## config.mk

```make
export PLATFORM = sky130hd
export DESIGN_NAME = processing_unit
export DESIGN_NICKNAME = d
export VERILOG_FILES = /design/src/logic/union_find_pkg.sv /design/src/logic/processing_unit.sv /design/src/logic/cluster_state.sv /design/src/logic/direct_message_unit.sv /design/src/logic/boundary_tracker.sv /design/src/logic/root_election.sv
export SDC_FILE = /design/constraint.sdc
export NUM_CORES = 1
export LEC_CHECK = 0
export BUFFER_PORTS_ARGS = -buffer_cell sky130_fd_sc_hd__buf_2
export CAP_MARGIN = 20
export CORE_AREA = 2 2 165 167
export DETAILED_ROUTE_END_ITERATION = 10
export DIE_AREA = 0 0 167 169
export PLACE_DENSITY = 0.75
export SYNTH_ARGS = -nofsm -noshare
export SYNTH_HDL_FRONTEND = slang
export SYNTH_SLANG_ARGS = --single-unit
```

## constraint.sdc

```tcl
create_clock -name clk -period 8.1 [get_ports clk]
set_input_delay 0.405 -clock clk [delete_from_list [all_inputs] [get_ports clk]]
set_output_delay 0.405 -clock clk [all_outputs]
set_load 0.05 [all_outputs]
```

## src/logic/union_find_pkg.sv

```systemverilog
package union_find_pkg;

    localparam int per_dim_width = 5;
    localparam int address_width = 3 * per_dim_width;  // k, i, j
    localparam int neighbor_count = 4;  // also the union channel count
    localparam int direct_in_count = 3;
    localparam int boundary_width = 2;
    localparam int code_distance_z = 12;
    localparam int boundary_cost_z = 2;
    localparam int boundary_cost_ud = 2;

    typedef enum logic [2:0] {
        stage_idle = 3'd0,
        stage_measurement_loading = 3'd1,
        stage_spread_cluster = 3'd2,
        stage_grow_boundary = 3'd3,
        stage_sync_is_odd_cluster = 3'd4
    } stage_e;

    // k is the most significant field, so roots order by layer first
    typedef struct packed {
        logic [per_dim_width-1:0] k;
        logic [per_dim_width-1:0] i;
        logic [per_dim_width-1:0] j;
    } address_t;

    typedef struct packed {
        address_t old_root;
        address_t updated_root;
    } union_msg_t;

    typedef struct packed {
        address_t receiver;
        logic is_odd_cardinality;
        logic is_touching_boundary;
    } direct_msg_t;

    typedef struct packed {
        logic is_fully_grown;
        address_t old_root;
    } neighbor_link_t;

endpackage
```

## src/logic/processing_unit.sv

```systemverilog
`timescale 1ns/1ns

module processing_unit #(
    parameter int pos_i = 0,
    parameter int pos_j = 0,
    parameter int pos_k = 0
) (
    input  logic clk,
    input  logic reset,
    input  union_find_pkg::stage_e stage_in,
    input  logic init_is_error_syndrome,
    input  union_find_pkg::neighbor_link_t [union_find_pkg::neighbor_count-1:0] neighbors,
    input  union_find_pkg::union_msg_t [union_find_pkg::neighbor_count-1:0] union_in,
    input  logic [union_find_pkg::neighbor_count-1:0] union_in_valid,
    output union_find_pkg::union_msg_t [union_find_pkg::neighbor_count-1:0] union_out,
    output logic union_out_valid,
    input  union_find_pkg::direct_msg_t [union_find_pkg::direct_in_count-1:0] direct_in,
    input  logic [union_find_pkg::direct_in_count-1:0] direct_in_valid,
    output logic [union_find_pkg::direct_in_count-1:0] direct_in_taken,
    output union_find_pkg::direct_msg_t direct_out,
    output logic direct_out_valid,
    input  logic direct_out_is_full,
    output logic neighbor_increase,
    output union_find_pkg::address_t old_root,
    output union_find_pkg::address_t updated_root,
    output logic is_odd_cluster,
    output logic is_odd_cardinality,
    output logic is_touching_boundary
);
    import union_find_pkg::*;

    address_t my_address;
    stage_e stage;
    stage_e stage_prev;
    stage_e stage_delayed;
    address_t new_root;
    logic boundary_reached;
    logic local_odd_toggle;
    logic local_touch;
    logic gathered_odd_cluster;
    logic sync_broadcast;

    assign my_address = '{k: per_dim_width'(pos_k),
                          i: per_dim_width'(pos_i),
                          j: per_dim_width'(pos_j)};

    cluster_state u_cluster_state (
        .clk, .reset, .stage_in, .init_is_error_syndrome, .my_address, .new_root,
        .boundary_reached, .local_odd_toggle, .local_touch, .gathered_odd_cluster,
        .stage, .stage_prev, .stage_delayed, .old_root, .updated_root,
        .is_odd_cluster, .is_odd_cardinality, .is_touching_boundary, .sync_broadcast
    );

    root_election u_root_election (
        .stage, .old_root, .updated_root, .neighbors, .union_in, .union_in_valid,
        .sync_broadcast, .new_root, .gathered_odd_cluster, .union_out, .union_out_valid
    );

    // z boundary on both j edges, up-down boundary on the bottom layer
    boundary_tracker #(
        .has_z(pos_j == 0 || pos_j == code_distance_z - 1),
        .has_ud(pos_k == 0)
    ) u_boundary_tracker (
        .clk, .reset, .stage, .stage_prev, .is_odd_cluster,
        .neighbor_increase, .boundary_reached
    );

    // the controller holds the syndrome level through the decode
    direct_message_unit u_direct_message_unit (
        .clk, .reset, .stage, .stage_delayed, .my_address, .new_root, .updated_root,
        .is_error_syndrome_seen(init_is_error_syndrome),
        .is_touching_boundary,
        .touching_next(boundary_reached),
        .direct_in, .direct_in_valid, .direct_in_taken,
        .direct_out, .direct_out_valid, .direct_out_is_full,
        .local_odd_toggle, .local_touch
    );

endmodule

```

## src/logic/cluster_state.sv

```systemverilog
`timescale 1ns/1ns

module cluster_state (
    input  logic clk,
    input  logic reset,
    input  union_find_pkg::stage_e stage_in,
    input  logic init_is_error_syndrome,
    input  union_find_pkg::address_t my_address,
    input  union_find_pkg::address_t new_root,
    input  logic boundary_reached,
    input  logic local_odd_toggle,
    input  logic local_touch,
    input  logic gathered_odd_cluster,
    output union_find_pkg::stage_e stage,
    output union_find_pkg::stage_e stage_prev,
    output union_find_pkg::stage_e stage_delayed,
    output union_find_pkg::address_t old_root,
    output union_find_pkg::address_t updated_root,
    output logic is_odd_cluster,
    output logic is_odd_cardinality,
    output logic is_touching_boundary,
    output logic sync_broadcast
);
    import union_find_pkg::*;

    logic own_odd_root;
    logic is_sync;
    logic sync_entry;

    // root of an odd cluster that has not met a boundary yet
    assign own_odd_root = my_address == updated_root && is_odd_cardinality
                          && !is_touching_boundary;
    assign is_sync = stage == stage_sync_is_odd_cluster;
    assign sync_entry = is_sync && stage_prev != stage_sync_is_odd_cluster;

    // broadcast only when the flag is new to this unit
    assign sync_broadcast = sync_entry ? own_odd_root
                            : (is_sync && gathered_odd_cluster && !is_odd_cluster);

    always_ff @(posedge clk) begin
        if (reset) begin
            stage <= stage_idle;
            stage_prev <= stage_idle;
            stage_delayed <= stage_idle;
        end else begin
            stage <= stage_in;
            stage_delayed <= stage;
            // loading restarts the stage history
            stage_prev <= (stage == stage_measurement_loading) ? stage_idle : stage;
        end
    end

    always_ff @(posedge clk) begin
        if (reset) begin
            old_root <= my_address;
            updated_root <= my_address;
            is_odd_cluster <= 1'b0;
            is_odd_cardinality <= 1'b0;
            is_touching_boundary <= 1'b0;
        end else begin
            case (stage)
                stage_measurement_loading: begin
                    old_root <= my_address;
                    updated_root <= my_address;
                    is_odd_cluster <= init_is_error_syndrome;
                    is_odd_cardinality <= init_is_error_syndrome;
                    is_touching_boundary <= 1'b0;
                end
                stage_spread_cluster: begin
                    updated_root <= new_root;
                    is_odd_cardinality <= is_odd_cardinality ^ local_odd_toggle;
                    is_touching_boundary <= is_touching_boundary || boundary_reached
                                            || local_touch;
                end
                stage_sync_is_odd_cluster: begin
                    if (sync_entry) begin
                        is_odd_cluster <= own_odd_root;
                        old_root <= updated_root;  // cluster identity for the next round
                    end else begin
                        is_odd_cluster <= is_odd_cluster || gathered_odd_cluster;
                    end
                end
                default: ;  // idle and grow_boundary leave the cluster alone
            endcase
        end
    end

    // roots only shrink between loadings
    assert property (@(posedge clk) disable iff (reset)
        stage != stage_measurement_loading |=> updated_root <= $past(updated_root));

endmodule

```

## src/logic/direct_message_unit.sv

```systemverilog
`timescale 1ns/1ns

module direct_message_unit (
    input  logic clk,
    input  logic reset,
    input  union_find_pkg::stage_e stage,
    input  union_find_pkg::stage_e stage_delayed,
    input  union_find_pkg::address_t my_address,
    input  union_find_pkg::address_t new_root,
    input  union_find_pkg::address_t updated_root,
    input  logic is_error_syndrome_seen,
    input  logic is_touching_boundary,
    input  logic touching_next,
    input  union_find_pkg::direct_msg_t [union_find_pkg::direct_in_count-1:0] direct_in,
    input  logic [union_find_pkg::direct_in_count-1:0] direct_in_valid,
    output logic [union_find_pkg::direct_in_count-1:0] direct_in_taken,
    output union_find_pkg::direct_msg_t direct_out,
    output logic direct_out_valid,
    input  logic direct_out_is_full,
    output logic local_odd_toggle,
    output logic local_touch
);
    import union_find_pkg::*;

    logic [direct_in_count-1:0] odd_bits;
    logic [direct_in_count-1:0] touch_bits;
    logic is_spread;
    logic root_changed;
    logic touching_updated;
    logic tell_cardinality;
    logic tell_touching;
    logic make_own;
    direct_msg_t stored_msg;
    logic stored_valid;
    logic buffer_valid;
    logic buffer_load;
    logic buffer_sent;

    assign is_spread = stage == stage_spread_cluster;

    genvar n;
    for (n = 0; n < direct_in_count; n++) begin : g_direct_in
        // messages for other units stay on the channel
        assign direct_in_taken[n] = is_spread && direct_in_valid[n]
                                    && direct_in[n].receiver == my_address;
        assign odd_bits[n] = direct_in_taken[n] && direct_in[n].is_odd_cardinality;
        assign touch_bits[n] = direct_in_taken[n] && direct_in[n].is_touching_boundary;
    end

    assign local_odd_toggle = ^odd_bits;
    assign local_touch = |touch_bits;

    // touching_next is boundary contact from our own growth
    assign root_changed = new_root != updated_root;
    assign touching_updated = is_touching_boundary || touching_next || local_touch;
    assign tell_cardinality = root_changed && is_error_syndrome_seen;
    assign tell_touching = (root_changed && touching_updated)
                           || (touching_updated && !is_touching_boundary);

    // a root keeps its own news, nothing to send
    assign make_own = is_spread && (tell_cardinality || tell_touching)
                      && new_root != my_address;

    assign buffer_load = stored_valid && !buffer_valid;
    assign direct_out_valid = buffer_valid && stage_delayed == stage_spread_cluster;
    assign buffer_sent = direct_out_valid && !direct_out_is_full;

    always_ff @(posedge clk) begin
        if (reset || stage == stage_measurement_loading) begin
            stored_valid <= 1'b0;
            buffer_valid <= 1'b0;
        end else begin
            if (make_own) begin
                stored_valid <= 1'b1;  // newer root replaces an unsent one
            end else if (buffer_load) begin
                stored_valid <= 1'b0;
            end
            if (buffer_load) begin
                buffer_valid <= 1'b1;
            end else if (buffer_sent) begin
                buffer_valid <= 1'b0;
            end
        end
    end

    always_ff @(posedge clk) begin
        if (make_own) begin
            stored_msg <= '{receiver: new_root,
                            is_odd_cardinality: tell_cardinality,
                            is_touching_boundary: tell_touching};
        end
        if (buffer_load) begin
            direct_out <= stored_msg;
        end
    end

    // blocked message waits unchanged for the channel
    assert property (@(posedge clk) disable iff (reset)
        direct_out_valid && direct_out_is_full && stage != stage_measurement_loading
        |=> $stable(direct_out) && buffer_valid);

endmodule

```

## src/logic/boundary_tracker.sv

```systemverilog
`timescale 1ns/1ns

module boundary_tracker #(
    parameter bit has_z = 1'b0,
    parameter bit has_ud = 1'b0
) (
    input  logic clk,
    input  logic reset,
    input  union_find_pkg::stage_e stage,
    input  union_find_pkg::stage_e stage_prev,
    input  logic is_odd_cluster,
    output logic neighbor_increase,
    output logic boundary_reached
);
    import union_find_pkg::*;

    logic [1:0] has_boundary;  // bit 0 z, bit 1 up-down
    logic [boundary_width-1:0] cost [2];
    logic [boundary_width-1:0] grown [2];
    logic [1:0] reached;

    assign has_boundary = {has_ud, has_z};
    assign cost[0] = boundary_width'(boundary_cost_z);
    assign cost[1] = boundary_width'(boundary_cost_ud);

    // one pulse per entry into grow_boundary, odd clusters only
    assign neighbor_increase = is_odd_cluster && stage == stage_grow_boundary
                               && stage_prev != stage_grow_boundary;

    always_ff @(posedge clk) begin
        for (int b = 0; b < 2; b++) begin
            if (reset || stage == stage_measurement_loading) begin
                grown[b] <= '0;
            end else if (neighbor_increase && has_boundary[b] && grown[b] < cost[b]) begin
                grown[b] <= grown[b] + 1'b1;  // saturates at the cost
            end
        end
    end

    genvar b;
    for (b = 0; b < 2; b++) begin : g_reached
        assign reached[b] = has_boundary[b] && grown[b] == cost[b];
    end

    assign boundary_reached = |reached;

endmodule

```

## src/logic/root_election.sv

```systemverilog
`timescale 1ns/1ns

module root_election (
    input  union_find_pkg::stage_e stage,
    input  union_find_pkg::address_t old_root,
    input  union_find_pkg::address_t updated_root,
    input  union_find_pkg::neighbor_link_t [union_find_pkg::neighbor_count-1:0] neighbors,
    input  union_find_pkg::union_msg_t [union_find_pkg::neighbor_count-1:0] union_in,
    input  logic [union_find_pkg::neighbor_count-1:0] union_in_valid,
    input  logic sync_broadcast,
    output union_find_pkg::address_t new_root,
    output logic gathered_odd_cluster,
    output union_find_pkg::union_msg_t [union_find_pkg::neighbor_count-1:0] union_out,
    output logic union_out_valid
);
    import union_find_pkg::*;

    logic [neighbor_count-1:0] accepted;
    // heap layout, leaves first, node neighbor_count + m takes children 2m and 2m + 1
    logic [address_width-1:0] node [2*neighbor_count-1];
    logic [address_width-1:0] tree_min;

    genvar n;
    for (n = 0; n < neighbor_count; n++) begin : g_channel
        // only messages from our own old cluster count
        assign accepted[n] = union_in_valid[n] && (union_in[n].old_root == old_root);

        // a union message wins over the link on the same channel
        assign node[n] = accepted[n] ? union_in[n].updated_root :
                         neighbors[n].is_fully_grown ? neighbors[n].old_root :
                         updated_root;

        always_comb begin
            if (sync_broadcast) begin
                union_out[n] = '{old_root: updated_root, updated_root: updated_root};
            end else begin
                union_out[n].old_root = neighbors[n].is_fully_grown ?
                                        neighbors[n].old_root : old_root;
                union_out[n].updated_root = new_root;
            end
        end
    end

    for (n = 0; n < neighbor_count - 1; n++) begin : g_min_tree
        assign node[neighbor_count+n] = (node[2*n] < node[2*n+1]) ? node[2*n] : node[2*n+1];
    end

    assign tree_min = node[2*neighbor_count-2];  // settles within the cycle
    // larger offers on every channel leave our own root in place
    assign new_root = (tree_min < updated_root) ? tree_min : updated_root;
    assign gathered_odd_cluster = |accepted;
    assign union_out_valid = (stage == stage_spread_cluster && new_root != updated_root)
                             || sync_broadcast;

    // elected roots never climb above the root the round started from
    assert final ($isunknown(old_root) || new_root <= old_root);

endmodule

```

# Word level (Yosys, flattened, before mapping)
# Memory sizes are Yosys's and may differ from the RTL's.
# Cells that the tools add are included.
[word_totals]
ramBits = 4
memories = 1
inputBits = 249
regBits = 78
[memory_table]
columns = ["name", "depth", "word_bits", "read_ports", "rd_clocked_by_memory_dff", "write_ports", "line", "text"]
rows = [
  ["u_boundary_tracker.grown", 2, 2, 2, 0, 2, "boundary_tracker.sv:19", "logic [boundary_width-1:0] grown [2];"],
]
[op_classes]
n_mux = 42
n_addsub = 2
n_eq_ne = 15
bitwise_logic = 3
reduce_logical = 60
n_lt_le_gt_ge = 6
[op_table]
columns = ["op", "n"]
rows = [
  ["$mux 15", 17],
  ["$mux 30", 4],
  ["$eq 15x15->1", 4],
  ["$logic_not 15->1", 4],
  ["$lt 15x15->1", 4],
  ["$pmux 15 s2", 2],
  ["$logic_and 1x1->1", 34],
  ["$ne 15x15->1", 1],
  ["$reduce_bool 15->1", 1],
  ["$mux 1", 14],
  ["$eq 3x2->1 const B", 3],
  ["$reduce_bool 2->1", 4],
  ["$logic_or 1x1->1", 7],
  ["$pmux 1 s2", 3],
  ["$add 2x1->2 const B", 2],
  ["$eq 2x2->1 const B", 2],
  ["$logic_not 1->1", 4],
  ["$lt 2x2->1 const B", 2],
  ["$mux 2", 2],
  ["$reduce_or 2->1", 2],
  ["$reduce_or 4->1", 1],
  ["$eq 3x1->1 const B", 1],
  ["$eq 3x3->1 const B", 1],
  ["$ne 3x2->1 const B", 1],
  ["7 further kinds", 8],
]

# Depth between registers and ports, before layout
# Gate-level depths: netlist of the first run.
[depth]
word_depth = 16
ltp_mapped = 49
mapped_depth_nobuf = 43

# Hierarchy
# Synthesis of the first run repeated with hierarchy kept, for this count alone.
[hier_totals]
cells_unflattened = 1181
area_unflattened_um2 = 9904.5
[by_module_without_submodules]
columns = ["mod", "cells_each", "n_inst", "seq_area_each_um2", "area_per_inst_um2"]
rows = [
  ["root_election", 843, 1, 0.0, 5575.3],
  ["direct_message_unit", 171, 1, 1061.0, 2114.5],
  ["cluster_state", 141, 1, 1141.1, 1933.1],
  ["boundary_tracker", 25, 1, 120.1, 277.8],
  ["processing_unit", 1, 1, 0.0, 3.8],
]

# Worst setup path before layout of the first run
# No wires, ideal clock.
[synth_path]
path_type = "register to output"
from = "reg u_cluster_state.old_root[5] (netlist name)"
to = "out union_out[38] (netlist bit)"
path_buffers = 8
arrival_ns = 9.277
path_stages_with_launch = 46
required_ns = 7.695
path_slack_ns = -1.582
path_cell_list = "dfxtp_1 -> buf_2 -> xnor2_1 -> nand4_1 -> or4_1 -> clkbuf_1 -> clkbuf_1 -> mux2i_1 -> ha_1 -> a2111oi_0 -> o21ai_0 -> a221oi_1 -> o21ai_0 -> or2_1 -> buf_2 -> mux2i_2 -> ha_1 -> a21o_1 -> [10 not listed] -> ha_1 -> a21o_1 -> a21oi_1 -> nor2b_1 -> o21ai_0 -> nand2b_1 -> a21oi_1 -> nor2b_1 -> o21ai_0 -> nand2_1 -> a31oi_1 -> buf_2 -> buf_2 -> nand2_1 -> o21ai_0 -> nor2_1 -> nor2_1 -> buf_4"
[synth_rtl]
columns = ["element", "line", "text"]
rows = [
  ["to (decl)", "processing_unit.sv:15", "output union_find_pkg::union_msg_t [union_find_pkg::neighbor_count-1:0] union_out,"],
]

# Final worst setup path of the first run
[layout_path]
from = "reg u_cluster_state.old_root[13] (netlist name)"
to = "out union_out_valid"
[layout_between]
elab_chain_cells = 12
elab_cells_between_ends = 27
[layout_rtl]
columns = ["element", "line", "text"]
rows = [
  ["$eq 15x15->1", "root_election.sv:26", "assign accepted[n] = union_in_valid[n] && (union_in[n].old_root == old_root);"],
  ["$logic_and 1x1->1", "root_election.sv:26", ""],
  ["$mux 15", "root_election.sv:29", "assign node[n] = accepted[n] ? union_in[n].updated_root :"],
  ["$lt 15x15->1", "root_election.sv:45", "assign node[neighbor_count+n] = (node[2*n] < node[2*n+1]) ? node[2*n] : node[2*n+1];"],
  ["$mux 15", "root_election.sv:45", ""],
  ["$lt 15x15->1", "root_election.sv:45", ""],
  ["$mux 15", "root_election.sv:45", ""],
  ["$lt 15x15->1", "root_election.sv:50", "assign new_root = (tree_min < updated_root) ? tree_min : updated_root;"],
  ["$mux 15", "root_election.sv:50", ""],
  ["$ne 15x15->1", "root_election.sv:52", "assign union_out_valid = (stage == stage_spread_cluster && new_root != updated_root)"],
  ["$logic_and 1x1->1", "root_election.sv:52", ""],
  ["$logic_or 1x1->1 *", "root_election.sv:53", "|| sync_broadcast;"],
  ["to (decl)", "processing_unit.sv:16", "output logic union_out_valid,"],
]
# Mark *: on every way between the ends. The rest lies on a longest branch, timed or not.

==> impl_results.md, run 1 <==
* Status: complete, but fails checks
* Failing checks: setup timing
* Number of max-cap violations at 0
* Total CTS buffers at 9
* Synthesized flop and latch total at about 80
* Largest net degree at the start of global routing at a little over 60
* Max frequency at 119 MHz
* Post-placement setup slack at -0.310 ns
* Vias in the first global route at approximately 11000
* Post-synth ARST share at 0
* Hold WS at around 0.28 ns
* Top post-synthesis cells by area: mux2i_1 13%, edfxtp_1 13%, dfxtp_1 9.8%, xnor2_1 7.2%, ha_1 7.1%
* CTS tree: built
* Die height at 169 um
* Seq. cell area at 2080 um^2
* Arrival time at the worst endpoint at 7.97 ns
* Hold Fails Final Rpt at 0
* Site row count at 60
* Final HPWL DP at approximately 42000 um
* FF-to-FF Start: u_cluster_state.old_root[13]
* DRT Pass-1 Iters at 6
* Initial antenna violation count at 6
* Fin crit period at roughly 8.4 ns
* Sw Pwr at ~0.0019 W
* RSZ-0062 raised after global routing: yes
* Worst setup EP type: output pin
* HP Class: primary input to flop
* Slew Viols, Final at 0
* Root Driver: clkbuf_16
* Part of the cycle the worst path needs at 1.03
* Core ar. at around 27000 um^2
* GP Congestion at 1.04
* GRT Util Overall at 0.341
* VDD IR max at 368 uV
* Initial Utilization at 0.341
* Dominant synthesized flop cell: dfxtp_1
* Most used cell, CP: a21o_1
* Pwr dens at 250 nW/um^2
* Top-area cell type share of the netlist area at 0.130
* Logic pwr share at 0.760
* Mapped Nets at 1466
* Tightest Pin Transition at between 1 and 1.5 ns
* Slew HR at 0.326
* DR vias at ~12000
* Multi-input logic area at between 7000 and 8000 um^2
* Nets at 2036
* Synth unique cells at 66
* Setup slack, reg-to-reg at -0.04 ns
* Fillers at 2446
* DR WL/cell at approximately 25 um
* Die footprint at approximately 28000 um^2
* Clk slew on worst S/H paths at approximately 0.060 ns
* Sw Ratio at 0.514
* # setup viols final at 62
* Most common library cells after synthesis: 121 x nand2_1, 117 x mux2i_1, 111 x a21oi_1
* Final worst slack at -0.277 ns
* Max Fanout on Critical Path at 8
* Most frequent cell after synthesis: nand2_1
* Top cell family by delay on the critical path: compound AO/OA/AOI/OAI gates
* Remaining DRCs at 0
* Global-route wire length before repair at 71500 um
* Max stage delay on crit path at 0.50 ns
* Area grow syn2layout at 61.6%
* Sequential share of power at 0.131
* Internal Dissipation at around 0.0018 W
* Mapped Cells at about 1200
* Crit path kind: flop to output pin
* EDFF count, synth at 38
* Die W at between 150 and 200 um
* Clk sink count at between 80 and 90
* Critical path's slowest cell: or4_4
* I/O pin count at ~430
* Layout cell share with drive strength beyond 1 at 0.502
* Syn avg cell area at 7.75 um^2
* Clock share of power at 0.109
* DRT antenna net count at 0
* Ys Warns at 0
* Total wire length at 52700 um
* Vias per cell at around 5.7
* Worst Path Required at approximately 7.7 ns
* Dominant cell type by area after synthesis: mux2i_1
* Seq/Total Area, Yosys at 0.224
* Maximum buffer depth of the clock tree at 2
* H-Tree Depth at 3
* Critical path startpoint category: flop
* Crit path depth at 38
* Leak Pwr at between 7 and 8 nW
* Netlist Area Pre-Place at ~9000 um^2
* R2R depth at 40
* Skew final at between 0.008 and 0.009 ns
* Latest clock arrival within the worst-skew pair at around 0.34 ns
* Crit path buffers/inverters at 9
* Number of DRC violations after detailed-routing iteration 0 at between 1000 and 1500
* Grt total ovfl at 0
* Crit Reg-Reg Endpoint: u_direct_message_unit.stored_valid
* Port bufs at roughly 420
* Crit path from: u_cluster_state.old_root[13]
* Critical path capture point: union_out_valid
[power by group through the flow]
| stage | Sequential, W | Clock [W] | Combinational, W |
|---|---|---|---|
| global route | 0.000480 | 0.000416 | 0.00288 |
| floorplan | 0.000516 | 0 | 0.00162 |
| finish | 0.000479 | 0.000398 | 0.00278 |
| detailed placement | 0.000487 | 0 | 0.00222 |
| global placement | 0.000486 | 0 | 0.00222 |
| CTS | 0.000478 | 0.000396 | 0.00245 |
[how the worst min path moves through the flow]
stage / startpoint / endpoint / slack, ns / depth (start not counted)
global placement: u_direct_message_unit.stored_msg[9] / u_direct_message_unit.direct_out[9] / 0.41 / 0
detailed placement: u_direct_message_unit.stored_msg[14] / u_direct_message_unit.direct_out[14] / 0.40 / 0
global route: stage_in[2] / u_cluster_state.stage[2] / 0.28 / 2
floorplan: u_direct_message_unit.stored_msg[0] / u_direct_message_unit.direct_out[0] / 0.40 / 0
finish: stage_in[2] / u_cluster_state.stage[2] / 0.28 / 2
CTS: stage_in[0] / u_cluster_state.stage[0] / 0.28 / 2
[stage by stage]
step	utilization	instance area (um^2)	setup TNS, ns	instances	total power [W]
6_report	0.551	14600	-10.18	2088	0.00365
3_3_place_gp	0.485	12900	-19.11	2029	0.00270
3_5_place_dp	0.485	12900	-18.93	2029	0.00271
5_1_grt	0.551	14600	-28.85	2088	0.00378
4_1_cts	0.522	13800	-0.0374	2060	0.00333
2_1_floorplan	-	9470	-0.200	1166	0.00214
[kinds of logic after synthesis]
group | synth area share
adders and majority gates | 0.0719
AOI/OAI and AO/OA | 0.186
muxes | 0.155
and+or+nand+nor | 0.188
xor gates and xnor gates | 0.0737
DFF | 0.224
buffers and inverters | 0.102
[area by class of cell]
class | instances | area share
Sequential cell | 82 | 0.142
Antenna cell | 6 | 0.00103
Timing Repair Buffer | 676 | 0.313
Inverter | 55 | 0.0141
Clock inverter | 7 | 0.00403
Multi-Input combinational cell | 912 | 0.481
Tap cell | 341 | 0.0292
Clock buffer | 9 | 0.0154
[layer usage]
layer  up-vias  track usage  share of wire
met2       782        0.552           0.46
met3       169       0.0531          0.091
li1       5266            -              -
met1      5607        0.454           0.40
met4         0        0.145          0.050
met5         -            0              0
[sequential cells by signal, indices dropped and copies added, names as in the netlist]
name	flops
u_direct_message_unit.direct_out	17
u_direct_message_unit.stored_msg	17
u_cluster_state.old_root	15
u_cluster_state.updated_root	15
u_boundary_tracker.grown	4
u_cluster_state.stage	3
u_cluster_state.stage_delayed	3
u_cluster_state.stage_prev	3
u_cluster_state.is_odd_cardinality	1
u_cluster_state.is_odd_cluster	1
u_cluster_state.is_touching_boundary	1
u_direct_message_unit.buffer_valid	1
u_direct_message_unit.stored_valid	1
[layout by cell type, fill, tap and decap left out, types with 11 or more instances in the layout]
cell type	netlist	layout
nand2_1	121	118
edfxtp_1	38	38
inv_1	52	50
a21oi_1	111	100
a21o_1	20	20
nor2_4	0	20
buf_12	0	12
nor2b_1	16	16
buf_4	48	248
ha_1	51	42
a22oi_1	18	18
buf_2	13	363
o21ai_1	0	12
nand3_1	27	24
o21ai_2	0	20
nor4_1	11	11
xnor2_2	0	12
dfxtp_1	44	29
mux2_2	14	11
xnor2_1	74	62
nand4_1	30	30
nor2_1	103	75
a21oi_2	3	12
mux2i_1	117	104
o21ai_0	94	60
dfxtp_4	0	15
buf_6	9	44
[what timing repair did]
item                                    CTS  global route
gates resized for setup                 158           148
hold buffers                              0             0
pin swaps                                26            38
cloned                                    2             3
buffers inserted                         14            18
endpoints found under the setup margin   79            82
Power figures use the tool's default switching activity.
==> inputs of run 2 (changes only) <==
- BUFFER_PORTS_ARGS: -buffer_cell sky130_fd_sc_hd__buf_2 -> -buffer_cell sky130_fd_sc_hd__clkbuf_2
- CORE_AREA: 2 2 165 167 -> 2 2 167 169
- DIE_AREA: 0 0 167 169 -> 0 0 169 171
- PLACE_DENSITY: 0.75 -> 0.74
- RECOVER_POWER: not set -> 100
==> impl_results.md, run 2 (synthesis results as in run 1) <==
* Pwr dens at 258 nW/um^2 (+3.2%)
* VDD IR max at 324 uV (-12%)
* RSZ-0062 raised after global routing: yes
* Layout Cells excl Fill at 2153 (+3.1%)
* DRT antenna net count at 0 (unchanged)
* Clock share of power at 0.094 (-0.015)
* Crit path kind: flop to output pin
* Clk slew on worst S/H paths at 0.06 ns (about the same)
* Die W at 169 um (+1.2%)
* Setup slack, reg-to-reg at 0.07 ns (+0.11 ns)
* Die footprint at 28900 um^2 (+2.4%)
* Hold Fails Final Rpt at 0 (unchanged)
* Hold Buf Count CTS at 0 (unchanged)
* Commonest non-fill, non-tap cell in the layout: clkbuf_2
* Tightest Pin Transition at 2.10 ns (+1.09 ns)
* Arrival time at the worst endpoint at 7.94 ns (-0.03 ns)
* Placed insts at 2059 (+1.5%)
* Initial antenna violation count at 7 (+1)
* Max Fanout on Critical Path at 7 (-1)
* Port bufs at 424 (unchanged)
* Die height at 171 um (+1.2%)
* Fin crit period at 8.34 ns (-0.0334 ns)
* Status: complete, but fails checks
* Layout cell share with drive strength beyond 1 at 0.501 (-0.00118)
* Area grow syn2layout at 71.7%
* Slew Viols, Final at 44 (+44)
* Vias in the first global route at 11200 (+1.7%)
* Most frequent cells in the layout: 309 x clkbuf_2, 280 x buf_4, 111 x nand2_1
* H-Tree Depth at 3 (unchanged)
* Max frequency at 120 MHz (+0.40%)
* Global-route wire length before repair at 74400 um (+4.1%)
* Largest net degree at the start of global routing at 71 (+15%)
* Slew HR at -0.397 (-0.723)
* Maximum buffer depth of the clock tree at 2 (unchanged)
* HP Class: primary input to flop
* GP Congestion at 1.10 (+5.8%)
* Remaining DRCs at 0 (unchanged)
* Root Driver: clkbuf_16
* Core ar. at 27300 um^2 (+3.1%)
* Post-layout util at 0.568 (+0.0168)
* Crit path buffers/inverters at 7 (-2)
* Nets at 2094 (+2.8%)
* Critical path startpoint category: flop
* CTS tree: built
* Initial Utilization at 0.331 (-0.0103)
* Post-placement setup slack at -0.398 ns (-0.0877 ns)
* Final HPWL DP at 43000 um (+2.7%)
* DR WL/cell at 25.0 um (-1.0%)
* Clk sink count at 82 (unchanged)
* Sw Ratio at 0.487 (-0.0268)
* Fin area at 15500 um^2 (+6.3%)
* Total wire length at 53700 um (+2.0%)
* Critical path's slowest cell: or4_4
* Top cell family by delay on the critical path: compound AO/OA/AOI/OAI gates
* GRT Util Overall at 0.354 (+0.0125)
* Worst setup EP type: output pin
* Number of max-cap violations at 1 (+1)
* Worst Path Required at 7.70 ns (about the same)
* Top Registers: u_direct_message_unit.direct_out x17, u_direct_message_unit.stored_msg x17
* Max stage delay on crit path at 0.64 ns (+0.14 ns)
* # setup viols final at 61 (-1.6%)
* Sequential share of power at 0.120 (-0.011)
* Total CTS buffers at 9 (unchanged)
* Sw Pwr at 0.00195 W (+3.9%)
* Vias per cell at 5.51 (-2.7%)
* Grt total ovfl at 0 (unchanged)
* Part of the cycle the worst path needs at 1.03 (-0.00413)
* Skew final at 0.00736 ns (-0.00157 ns)
* DRT Pass-1 Iters at 5 (-1)
* Placed inst area at 13400 um^2 (+4.6%)
* Most used cell, CP: a21o_1
* Site row count at 61 (+1.7%)
* Pwr Total at 0.00401 W (+9.7%)
* I/O pin count at 425 (unchanged)
* DR vias at 11900 (+0.36%)
* Latest clock arrival within the worst-skew pair at 0.35 ns (about the same)
* Failing checks: capacitance limit, slew limit, setup timing
* Internal Dissipation at 0.00205 W (+16%)
* Final worst slack at -0.244 ns (+0.0334 ns)
* Leak Pwr at 7.34 nW (+3.0%)
* Number of DRC violations after detailed-routing iteration 0 at 1165 (-7.2%)
* Logic pwr share at 0.786 (+0.026)
run 2: area by class of cell:
class / count / area, um^2
Sequential cell: 82 / 2080
Multi-Input combinational cell: 911 / 7170
Fill cell: 2494 / 11800
Clock inverter: 5 / 28.8
Tap cell: 346 / 433
Timing Repair Buffer: 735 / 5340
Inverter: 55 / 206
Antenna cell: 8 / 20.0
Clock buffer: 11 / 233
run 2: layer usage:
metal / track usage / part of all wire
met5: 0 / 0
met4: 0.154 / 0.049
met3: 0.0590 / 0.083
met2: 0.568 / 0.46
met1: 0.469 / 0.41
run 2: what timing repair did:
action                                 4_1_cts  5_1_grt
pin swaps                                   51       85
endpoints found under the hold margin        0        0
gates resized for setup                    174      138
gates cloned                                 4        2
buffers inserted                            34       34
setup endpoints to repair                   79       82
run 2: power groups by stage:
stage          sequential (W)  clock [W]  combinational [W]
6_report             0.000479   0.000377            0.00315
5_1_grt              0.000481   0.000391            0.00328
4_1_cts              0.000479   0.000379            0.00279
3_5_place_dp         0.000488          0            0.00256
3_3_place_gp         0.000487          0            0.00256
2_1_floorplan        0.000516          0            0.00162
run 2: path summary, 6_finish.rpt:
path                                                          start                                    to  depth (start not counted)
worst min-delay path                                    stage_in[1]              u_cluster_state.stage[1]                          2
worst min register to register  u_direct_message_unit.stored_msg[9]   u_direct_message_unit.direct_out[9]                          0
worst max register to register          u_cluster_state.old_root[1]  u_direct_message_unit.stored_msg[14]                         43
worst max-delay path                    u_cluster_state.old_root[1]                         union_out[70]                         41
run 2: through the flow:
stage               hold WS (ns)  setup TNS (ns)
finish                     0.273          -10.83
global route               0.281          -32.36
CTS                        0.272               0
detailed placement         0.406          -21.40
global placement           0.405          -20.25
floorplan                  0.400          -0.200
